<file path="src/cpu_cfg.svh">
`ifndef CPU_CFG_SVH
`define CPU_CFG_SVH

// Datapath and register file
`define CPU_XLEN 32
`define CPU_REG_ADDR_W 5
`define CPU_REG_COUNT 32

// Shift-add multiplier
`define CPU_MUL_STEPS 32
`define CPU_STEP_W 6

`endif

</file>
<file path="src/cpuPkg.sv">
`default_nettype none

`include "cpu_cfg.svh"

package cpuPkg;

    typedef struct packed {
        logic [5:0] opcode;
        logic [`CPU_REG_ADDR_W-1:0] rs;
        logic [`CPU_REG_ADDR_W-1:0] rt;
        logic [`CPU_REG_ADDR_W-1:0] rd;
        logic [4:0] shamt;
        logic [5:0] funct;
    } rFormatFields;

    typedef struct packed {
        logic [5:0] opcode;
        logic [`CPU_REG_ADDR_W-1:0] rs;
        logic [`CPU_REG_ADDR_W-1:0] rt;
        logic [15:0] imm;
    } iFormatFields;

    // Same 32 bits, two views
    typedef union packed {
        rFormatFields rFormat;
        iFormatFields iFormat;
    } instrWord;

    typedef enum logic [3:0] {
        aluAdd,
        aluSub,
        aluAnd,
        aluOr,
        aluXor,
        aluSlt,
        aluSltu,
        passHi,
        passLo,
        passImm
    } aluOp;

    typedef struct packed {
        logic [`CPU_REG_ADDR_W-1:0] srcA;
        logic [`CPU_REG_ADDR_W-1:0] srcB;
        logic [`CPU_REG_ADDR_W-1:0] dest;
        logic useImm;
        logic writesReg;
        logic isMul;
        aluOp alu;
        logic [`CPU_XLEN-1:0] imm;
    } decodedOp;

    typedef struct packed {
        logic [`CPU_XLEN-1:0] a;
        logic [`CPU_XLEN-1:0] b;
    } mulRequest;

    typedef struct packed {
        logic valid;
        logic [`CPU_REG_ADDR_W-1:0] addr;
        logic [`CPU_XLEN-1:0] data;
    } wbBundle;

endpackage

`default_nettype wire

</file>
<file path="src/instrDecoder.sv">
`timescale 1ns/1ps
`default_nettype none

`include "cpu_cfg.svh"

module instrDecoder (
    input  cpuPkg::instrWord instr,
    output cpuPkg::decodedOp op
);

    localparam logic [5:0] opSpecial = 6'h00;
    localparam logic [5:0] opAddiu = 6'h09;
    localparam logic [5:0] opAndi = 6'h0c;
    localparam logic [5:0] opOri = 6'h0d;
    localparam logic [5:0] opLui = 6'h0f;

    localparam logic [5:0] fnMfhi = 6'h10;
    localparam logic [5:0] fnMflo = 6'h12;
    localparam logic [5:0] fnMultu = 6'h19;
    localparam logic [5:0] fnAddu = 6'h21;
    localparam logic [5:0] fnSubu = 6'h23;
    localparam logic [5:0] fnAnd = 6'h24;
    localparam logic [5:0] fnOr = 6'h25;
    localparam logic [5:0] fnXor = 6'h26;
    localparam logic [5:0] fnSlt = 6'h2a;
    localparam logic [5:0] fnSltu = 6'h2b;

    always_comb begin
        op = '0;
        op.alu = cpuPkg::aluAdd;
        op.srcA = instr.rFormat.rs;
        op.writesReg = 1'b1;
        if (instr.rFormat.opcode == opSpecial) begin
            op.srcB = instr.rFormat.rt;
            op.dest = instr.rFormat.rd;
            case (instr.rFormat.funct)
                fnAddu: op.alu = cpuPkg::aluAdd;
                fnSubu: op.alu = cpuPkg::aluSub;
                fnAnd: op.alu = cpuPkg::aluAnd;
                fnOr: op.alu = cpuPkg::aluOr;
                fnXor: op.alu = cpuPkg::aluXor;
                fnSlt: op.alu = cpuPkg::aluSlt;
                fnSltu: op.alu = cpuPkg::aluSltu;
                fnMultu: begin
                    op.isMul = 1'b1;
                    op.writesReg = 1'b0;
                end
                fnMfhi: begin
                    op.alu = cpuPkg::passHi;
                    op.srcA = '0;
                end
                fnMflo: begin
                    op.alu = cpuPkg::passLo;
                    op.srcA = '0;
                end
                default: op.writesReg = 1'b0;
            endcase
        end else begin
            op.dest = instr.iFormat.rt;
            op.useImm = 1'b1;
            case (instr.iFormat.opcode)
                opAddiu: begin
                    op.imm = {{(`CPU_XLEN-16){instr.iFormat.imm[15]}}, instr.iFormat.imm};
                end
                opAndi: begin
                    op.alu = cpuPkg::aluAnd;
                    op.imm = {{(`CPU_XLEN-16){1'b0}}, instr.iFormat.imm};
                end
                opOri: begin
                    op.alu = cpuPkg::aluOr;
                    op.imm = {{(`CPU_XLEN-16){1'b0}}, instr.iFormat.imm};
                end
                opLui: begin
                    op.alu = cpuPkg::passImm;
                    op.srcA = '0;
                    op.imm = {instr.iFormat.imm, {(`CPU_XLEN-16){1'b0}}};
                end
                default: op.writesReg = 1'b0;
            endcase
        end
        // Register zero is never written
        if (op.dest == '0) begin
            op.writesReg = 1'b0;
        end
    end

endmodule

`default_nettype wire

</file>
<file path="src/regFile.sv">
`timescale 1ns/1ps
`default_nettype none

`include "cpu_cfg.svh"

module regFile (
    input  wire logic clk,
    input  wire logic reset,
    input  wire logic [`CPU_REG_ADDR_W-1:0] readAddrA,
    input  wire logic [`CPU_REG_ADDR_W-1:0] readAddrB,
    output logic [`CPU_XLEN-1:0] readDataA,
    output logic [`CPU_XLEN-1:0] readDataB,
    input  cpuPkg::wbBundle wb
);

    logic [`CPU_XLEN-1:0] regs [`CPU_REG_COUNT];

    always_ff @(posedge clk) begin
        if (reset) begin
            for (int i = 0; i < `CPU_REG_COUNT; i++) begin
                regs[i] <= '0;
            end
        end else if (wb.valid && wb.addr != '0) begin
            regs[wb.addr] <= wb.data;
        end
    end

    // No write-through, the core forwards the writeback value
    assign readDataA = (readAddrA == '0) ? '0 : regs[readAddrA];
    assign readDataB = (readAddrB == '0) ? '0 : regs[readAddrB];

endmodule

`default_nettype wire

</file>
<file path="src/mulSequencer.sv">
`timescale 1ns/1ps
`default_nettype none

module mulSequencer (
    input  wire logic clk,
    input  wire logic reset,
    input  wire logic start,
    input  wire logic last,
    output logic busy,
    output logic load,
    output logic step
);

    typedef enum logic {
        seqIdle,
        seqRun
    } seqState;

    seqState state;
    seqState nextState;

    always_comb begin
        nextState = state;
        case (state)
            seqIdle: if (start) nextState = seqRun;
            seqRun: if (last) nextState = seqIdle;
            default: nextState = seqIdle;
        endcase
    end

    always_ff @(posedge clk) begin
        if (reset) begin
            state <= seqIdle;
        end else begin
            state <= nextState;
        end
    end

    assign busy = (state == seqRun);
    assign load = (state == seqIdle) && start;
    assign step = (state == seqRun);

endmodule

`default_nettype wire

</file>
<file path="src/stepCounter.sv">
`timescale 1ns/1ps
`default_nettype none

`include "cpu_cfg.svh"

module stepCounter (
    input  wire logic clk,
    input  wire logic reset,
    input  wire logic load,
    input  wire logic step,
    output logic last
);

    logic [`CPU_STEP_W-1:0] count;

    always_ff @(posedge clk) begin
        if (reset) begin
            count <= '0;
        end else if (load) begin
            count <= `CPU_STEP_W'(`CPU_MUL_STEPS - 1);
        end else if (step && count != '0) begin
            count <= count - 1'b1;
        end
    end

    assign last = (count == '0);

endmodule

`default_nettype wire

</file>
<file path="src/mulDatapath.sv">
`timescale 1ns/1ps
`default_nettype none

`include "cpu_cfg.svh"

module mulDatapath (
    input  wire logic clk,
    input  wire logic reset,
    input  wire logic load,
    input  wire logic step,
    input  cpuPkg::mulRequest req,
    output logic [`CPU_XLEN-1:0] hi,
    output logic [`CPU_XLEN-1:0] lo
);

    logic [`CPU_XLEN-1:0] multiplicand;
    logic [`CPU_XLEN:0] partial;

    // Carry out of the add lands in the top bit before the shift
    assign partial = {1'b0, hi} + (lo[0] ? {1'b0, multiplicand} : '0);

    always_ff @(posedge clk) begin
        if (load) begin
            multiplicand <= req.a;
        end
    end

    always_ff @(posedge clk) begin
        if (reset) begin
            hi <= '0;
            lo <= '0;
        end else if (load) begin
            hi <= '0;
            lo <= req.b;
        end else if (step) begin
            hi <= partial[`CPU_XLEN:1];
            lo <= {partial[0], lo[`CPU_XLEN-1:1]};
        end
    end

endmodule

`default_nettype wire

</file>
<file path="src/pipeCore.sv">
`timescale 1ns/1ps
`default_nettype none

`include "cpu_cfg.svh"

module pipeCore (
    input  wire logic clk,
    input  wire logic reset,
    input  cpuPkg::instrWord instr,
    input  wire logic instrValid,
    output logic instrReady,
    output logic [`CPU_REG_ADDR_W-1:0] readAddrA,
    output logic [`CPU_REG_ADDR_W-1:0] readAddrB,
    input  wire logic [`CPU_XLEN-1:0] readDataA,
    input  wire logic [`CPU_XLEN-1:0] readDataB,
    input  wire logic mulBusy,
    output logic mulStart,
    output cpuPkg::mulRequest mulReq,
    input  wire logic [`CPU_XLEN-1:0] hi,
    input  wire logic [`CPU_XLEN-1:0] lo,
    output cpuPkg::wbBundle wb
);

    cpuPkg::decodedOp decOp;
    cpuPkg::decodedOp exeOp;
    cpuPkg::wbBundle wbReg;
    logic exeValid;
    logic exeWrites;
    logic [`CPU_XLEN-1:0] exeA;
    logic [`CPU_XLEN-1:0] exeB;
    logic [`CPU_XLEN-1:0] operandB;
    logic [`CPU_XLEN-1:0] exeResult;
    logic [`CPU_XLEN-1:0] fwdA;
    logic [`CPU_XLEN-1:0] fwdB;
    logic needsMul;
    logic accept;

    // Execute result first, then writeback, then register file
    function automatic logic [`CPU_XLEN-1:0] forwardOperand(
        input logic [`CPU_REG_ADDR_W-1:0] addr,
        input logic [`CPU_XLEN-1:0] rfData,
        input logic exeHit,
        input logic [`CPU_REG_ADDR_W-1:0] exeAddr,
        input logic [`CPU_XLEN-1:0] exeData,
        input cpuPkg::wbBundle wbSrc
    );
        if (addr == '0) begin
            return rfData;
        end else if (exeHit && exeAddr == addr) begin
            return exeData;
        end else if (wbSrc.valid && wbSrc.addr == addr) begin
            return wbSrc.data;
        end
        return rfData;
    endfunction

    instrDecoder u_decoder (
        .instr(instr),
        .op(decOp)
    );

    assign readAddrA = decOp.srcA;
    assign readAddrB = decOp.srcB;
    assign exeWrites = exeValid && exeOp.writesReg;

    assign fwdA = forwardOperand(decOp.srcA, readDataA, exeWrites, exeOp.dest, exeResult, wbReg);
    assign fwdB = forwardOperand(decOp.srcB, readDataB, exeWrites, exeOp.dest, exeResult, wbReg);

    // HI/LO users wait for the multiplier
    assign needsMul = decOp.isMul || decOp.alu == cpuPkg::passHi || decOp.alu == cpuPkg::passLo;
    assign instrReady = !(needsMul && mulBusy);
    assign accept = instrValid && instrReady;

    assign mulStart = accept && decOp.isMul;
    assign mulReq.a = fwdA;
    assign mulReq.b = fwdB;

    always_ff @(posedge clk) begin
        if (reset) begin
            exeValid <= 1'b0;
        end else begin
            exeValid <= accept;
        end
    end

    always_ff @(posedge clk) begin
        if (accept) begin
            exeOp <= decOp;
            exeA <= fwdA;
            exeB <= fwdB;
        end
    end

    assign operandB = exeOp.useImm ? exeOp.imm : exeB;

    always_comb begin
        exeResult = '0;
        case (exeOp.alu)
            cpuPkg::aluAdd: exeResult = exeA + operandB;
            cpuPkg::aluSub: exeResult = exeA - operandB;
            cpuPkg::aluAnd: exeResult = exeA & operandB;
            cpuPkg::aluOr: exeResult = exeA | operandB;
            cpuPkg::aluXor: exeResult = exeA ^ operandB;
            cpuPkg::aluSlt: exeResult[0] = $signed(exeA) < $signed(operandB);
            cpuPkg::aluSltu: exeResult[0] = exeA < operandB;
            cpuPkg::passHi: exeResult = hi;
            cpuPkg::passLo: exeResult = lo;
            cpuPkg::passImm: exeResult = exeOp.imm;
            default: exeResult = '0;
        endcase
    end

    always_ff @(posedge clk) begin
        if (reset) begin
            wbReg.valid <= 1'b0;
        end else begin
            wbReg.valid <= exeWrites;
        end
        wbReg.addr <= exeOp.dest;
        wbReg.data <= exeResult;
    end

    assign wb = wbReg;

endmodule

`default_nettype wire

</file>
<file path="src/cpuTop.sv">
`timescale 1ns/1ps
`default_nettype none

`include "cpu_cfg.svh"

module cpuTop (
    input  wire logic clk,
    input  wire logic reset,
    input  cpuPkg::instrWord instr,
    input  wire logic instrValid,
    output logic instrReady,
    output cpuPkg::wbBundle wb
);

    logic [`CPU_REG_ADDR_W-1:0] readAddrA;
    logic [`CPU_REG_ADDR_W-1:0] readAddrB;
    logic [`CPU_XLEN-1:0] readDataA;
    logic [`CPU_XLEN-1:0] readDataB;
    logic [`CPU_XLEN-1:0] hi;
    logic [`CPU_XLEN-1:0] lo;
    cpuPkg::mulRequest mulReq;
    logic mulBusy;
    logic mulStart;
    logic mulLoad;
    logic mulStep;
    logic mulLast;

    pipeCore u_core (
        .clk(clk),
        .reset(reset),
        .instr(instr),
        .instrValid(instrValid),
        .instrReady(instrReady),
        .readAddrA(readAddrA),
        .readAddrB(readAddrB),
        .readDataA(readDataA),
        .readDataB(readDataB),
        .mulBusy(mulBusy),
        .mulStart(mulStart),
        .mulReq(mulReq),
        .hi(hi),
        .lo(lo),
        .wb(wb)
    );

    regFile u_regs (
        .clk(clk),
        .reset(reset),
        .readAddrA(readAddrA),
        .readAddrB(readAddrB),
        .readDataA(readDataA),
        .readDataB(readDataB),
        .wb(wb)
    );

    mulSequencer u_mulSeq (
        .clk(clk),
        .reset(reset),
        .start(mulStart),
        .last(mulLast),
        .busy(mulBusy),
        .load(mulLoad),
        .step(mulStep)
    );

    stepCounter u_mulCount (
        .clk(clk),
        .reset(reset),
        .load(mulLoad),
        .step(mulStep),
        .last(mulLast)
    );

    mulDatapath u_mulData (
        .clk(clk),
        .reset(reset),
        .load(mulLoad),
        .step(mulStep),
        .req(mulReq),
        .hi(hi),
        .lo(lo)
    );

endmodule

`default_nettype wire

</file>
<file path="config.mk">
export PLATFORM = sky130hd
export DESIGN_NAME = cpuTop
export DESIGN_NICKNAME = d
export VERILOG_FILES = /design/src/cpuPkg.sv /design/src/instrDecoder.sv /design/src/regFile.sv /design/src/mulSequencer.sv /design/src/stepCounter.sv /design/src/mulDatapath.sv /design/src/pipeCore.sv /design/src/cpuTop.sv
export VERILOG_INCLUDE_DIRS = /design/src
export SDC_FILE = /design/constraint.sdc
export NUM_CORES = 2
export LEC_CHECK = 0
export ABC_CLOCK_PERIOD_IN_PS = 11200
export BUFFER_PORTS_ARGS = -buffer_cell sky130_fd_sc_hd__buf_4
export CELL_PAD_IN_SITES_DETAIL_PLACEMENT = 0
export CELL_PAD_IN_SITES_GLOBAL_PLACEMENT = 2
export CORE_MARGIN = 2
export CORE_UTILIZATION = 45
export CTS_BUF_LIST = sky130_fd_sc_hd__clkbuf_8
export CTS_CLUSTER_DIAMETER = 50
export DETAILED_ROUTE_END_ITERATION = 10
export GPL_TIMING_DRIVEN = 0
export PLACE_DENSITY_LB_ADDON = 0.1
export REMOVE_ABC_BUFFERS = 1
export SLEW_MARGIN = 0
export SYNTH_ARGS = -nofsm -noshare
export SYNTH_HDL_FRONTEND = slang
export SYNTH_HIERARCHICAL = 1
export SYNTH_SLANG_ARGS = --single-unit
</file>
<file path="constraint.sdc">
create_clock -name clk -period 11.2 [get_ports clk]
set_input_delay 0 -clock clk [delete_from_list [all_inputs] [get_ports clk]]
set_output_delay 0 -clock clk [all_outputs]
set_load 0.05 [all_outputs]
</file>
==> results.json <==
{
  "dr_total_vias": 50840,
  "grt_overflow_total": 0,
  "tritoncts": "built",
  "p_clk_share_pct": 36.5,
  "status": "finished, violations left",
  "n_fill_cell": 13956,
  "synth_cell_types": 110,
  "cp_num_buf_inv": 2,
  "wl_um": 266000,
  "drt_iter0_markers": 5787,
  "start_kind": "flip-flop",
  "drive_above_1_share_pct": 19.4,
  "synth_edf_count": 1163,
  "rsz0062_at_grt": "no",
  "clk_latency_ps": 980,
  "synth_area_leaders": "edfxtp_1 48%, mux4_2 15%, and2_1 9.0%",
  "postSynthAreaPerCell_um2": 12.9,
  "violations": "capacitance limit, slew limit",
  "final_cell_area_um2": 82000,
  "reg2reg_setup_slack_ps": 5130,
  "cts_buffers": 227,
  "seq_area_frac_synth_pct": 50.9,
  "grt_max_degree": 67,
  "drc": 0,
  "setup_tns_ps": 0,
  "yosys_warnings": 6,
  "ir_worst_vdd_mv": 0.120,
  "worst_pin_slew_ps": 1520,
  "slew_violations": 5,
  "final-setup-viol-count": 0,
  "dieArea_um2": 165000,
  "antenna_left": 0,
  "total_power_mw": 11.4,
  "first_pass_iters": 5,
  "cts_num_sinks": 1273,
  "die_y_um": 407,
  "switching_power_mw": 3.38,
  "fin_skew_ps": 49.2,
  "fmax_ghz": 0.165,
  "initial_core_util_pct": 45.4,
  "cap_violations": 1,
  "post-route-period-util_pct": 54.2,
  "comb_power_share_pct": 13.1,
  "port_buffers": 73,
  "gp_congestion": 0.878,
  "antenna_found_initial": 15,
  "cp_top_family": "compound AO/OA/AOI/OAI gates",
  "h-tree-depth": 4,
  "die_x_um": 407,
  "final_common_cell": "edfxtp_1",
  "vias_per_cell": 6.32,
  "layout_common_cells": "1163 x edfxtp_1, 1047 x and2_1, 472 x mux4_2",
  "design.core.area_um2": 161000,
  "cts_root_buf": "clkbuf_8",
  "postSynthCellCount": 5676,
  "p_int_mw": 8.05,
  "gr-usage-all-layers_pct": 32.1,
  "finalWorstSetupSlack_ps": 5130,
  "netSwitchingFraction_pct": 29.6,
  "fin_util_pct": 51.0,
  "end_kind": "flip-flop",
  "critPathKind": "reg -> reg",
  "fin_nets": 5859,
  "dpl_cell_area_um2": 76900,
  "area_delta_synth_final_pct": 12.4,
  "seqPwrFrac_pct": 50.3,
  "cp_slowest_cell": "edfxtp_1",
  "hold_class": "in -> reg",
  "hpwl_um": 172000,
  "ios": 74,
  "slew_headroom_pct": -1.88,
  "period_needed_ps": 6070,
  "cp_cell_sequence": "buf_16 > buf_16 > mux2i_1 > ha_1 > nand2b_4 > a2111oi_4 > nor3_1 > a211oi_1 > o211ai_1 > a21oi_1 > a2111oi_0 > nor2_1 > o221ai_1 > a21oi_1 > nor2_1",
  "rows": 147,
  "worstPathRequired_ps": 12020,
  "hold_viol_final": 0,
  "cts.clk_slew.worst_paths_ps": 60,
  "arrival_ps": 6890,
  "syn_area_um2": 72900,
  "async_flop_share_pct": 0,
  "slowest_delay_ps": 930,
  "post_drt_wl_per_cell_um": 33.1,
  "grt_pass1_vias": 50765,
  "cp_max_fo": 12,
  "p_per_area_nw_per_um2": 139,
  "synthFlopType": "edfxtp_1",
  "clock_path_buffers": 3,
  "ys_seq_elements": 1273,
  "yosysTopAreaCell": "edfxtp_1",
  "dpl_worst_slack_ps": 5140,
  "grt_first_pass_wirelength_um": 376000,
  "cellLeakagePower_nw": 29.6,
  "netlist.area_leader.share_pct": 47.9
}
[kinds of logic (layout without fill, tap and decap cells)]
kind of cell / Yosys count / in the layout / share of synthesized area [%]
xor+xnor: 47 / 47 / 0.564
mux: 758 / 758 / 18.5
fa+ha+maj: 140 / 140 / 2.43
flops: 1273 / 1273 / 50.9
other cells: 1 / 43 / 0.00514
compound gates: 944 / 944 / 9.18
simple gates: 1855 / 1855 / 14.4
buf+inv: 658 / 827 / 3.96
[what timing repair did]
action	CTS	global route
buffers inserted	0	0
gates resized for setup	0	0
hold buffers	75	0
endpoints found under the setup margin	0	0
endpoints found under the hold margin	180	0
[worst paths after layout]
check,startpoint,endpoint,cells past startpoint
worst min-delay path,reset,u_regs/regs[0][2],2
worst min register to register,u_core/exeOp[41],u_core/wb[34],0
worst max-delay path,u_core/exeOp[38],u_mulData/lo[0],15
worst max register to register,u_core/exeOp[38],u_mulData/lo[0],15
[sequential cells by signal, summed over array words and instances (netlist names), 6 cells and up]
name,cells
u_core/exeOp,43
u_regs/regs,1024
u_core/wb,38
u_core/exeA,32
u_mulData/multiplicand,32
u_mulData/lo,32
u_mulCount/count,6
u_core/exeB,32
u_mulData/hi,32
[power by group through the flow]
stage,clock [mW],sequential [mW],combinational (mW)
6_report,4.18,5.75,1.50
2_1_floorplan,0,5.73,0.904
3_5_place_dp,0,5.84,1.46
5_1_grt,4.45,5.79,1.57
4_1_cts,4.25,5.75,1.48
3_3_place_gp,0,5.84,1.56
[cell usage after synthesis (12+ instances only)]
library cell,number
a2111oi_0,22
a2111oi_1,41
a211oi_1,21
a21o_1,44
a21oi_1,187
a221o_1,25
a221oi_1,28
a22o_1,52
a22oi_1,55
a31oi_1,16
and2_1,1053
and3_1,16
buf_1,27
buf_2,59
buf_4,40
buf_6,24
clkbuf_1,373
dfxtp_1,110
edfxtp_1,1163
ha_1,137
inv_1,133
mux2_2,30
mux2i_1,256
mux4_2,472
nand2_1,203
nand2b_1,28
nand3_1,38
nand3b_1,12
nand4_1,20
nor2_1,241
nor2b_1,34
nor3_1,88
nor4_1,26
o211ai_1,25
o21a_1,15
o21ai_0,130
o21bai_1,19
o221ai_1,23
o22ai_1,111
o31ai_1,25
or2_2,39
or3_1,12
xnor2_1,31
xor2_1,16
[metal layers]
layer	wire length, µm	vias to the layer above	track usage [%]
met4	10900	4	12.8
li1	-	21620	-
met2	132000	2360	54.3
met1	104000	26282	41.2
met3	19500	574	5.24
met5	27	-	0
[cell type report]
cell class | count | area (µm²) | area share, %
diodes | 11 | 27.5 | 0.0336
repair buffers | 272 | 3820 | 4.67
inverters | 134 | 505 | 0.617
flip-flops and latches | 1273 | 37100 | 45.3
well taps | 2160 | 2700 | 3.30
clock buffers | 237 | 3260 | 3.98
clock inverters | 184 | 1000 | 1.22
multi-input cells | 3776 | 33500 | 40.9
[through the flow]
| step | hold slack [ps] | cells |
|---|---|---|
| final | 76.8 | 8047 |
| after global routing | 62.8 | 8037 |
| after CTS | 3.43 | 8034 |
| after detailed placement | 281 | 7538 |
| after global placement | 279 | 7416 |
| after floorplan | 68.9 | 5183 |
(Power assumes the default switching activity.)
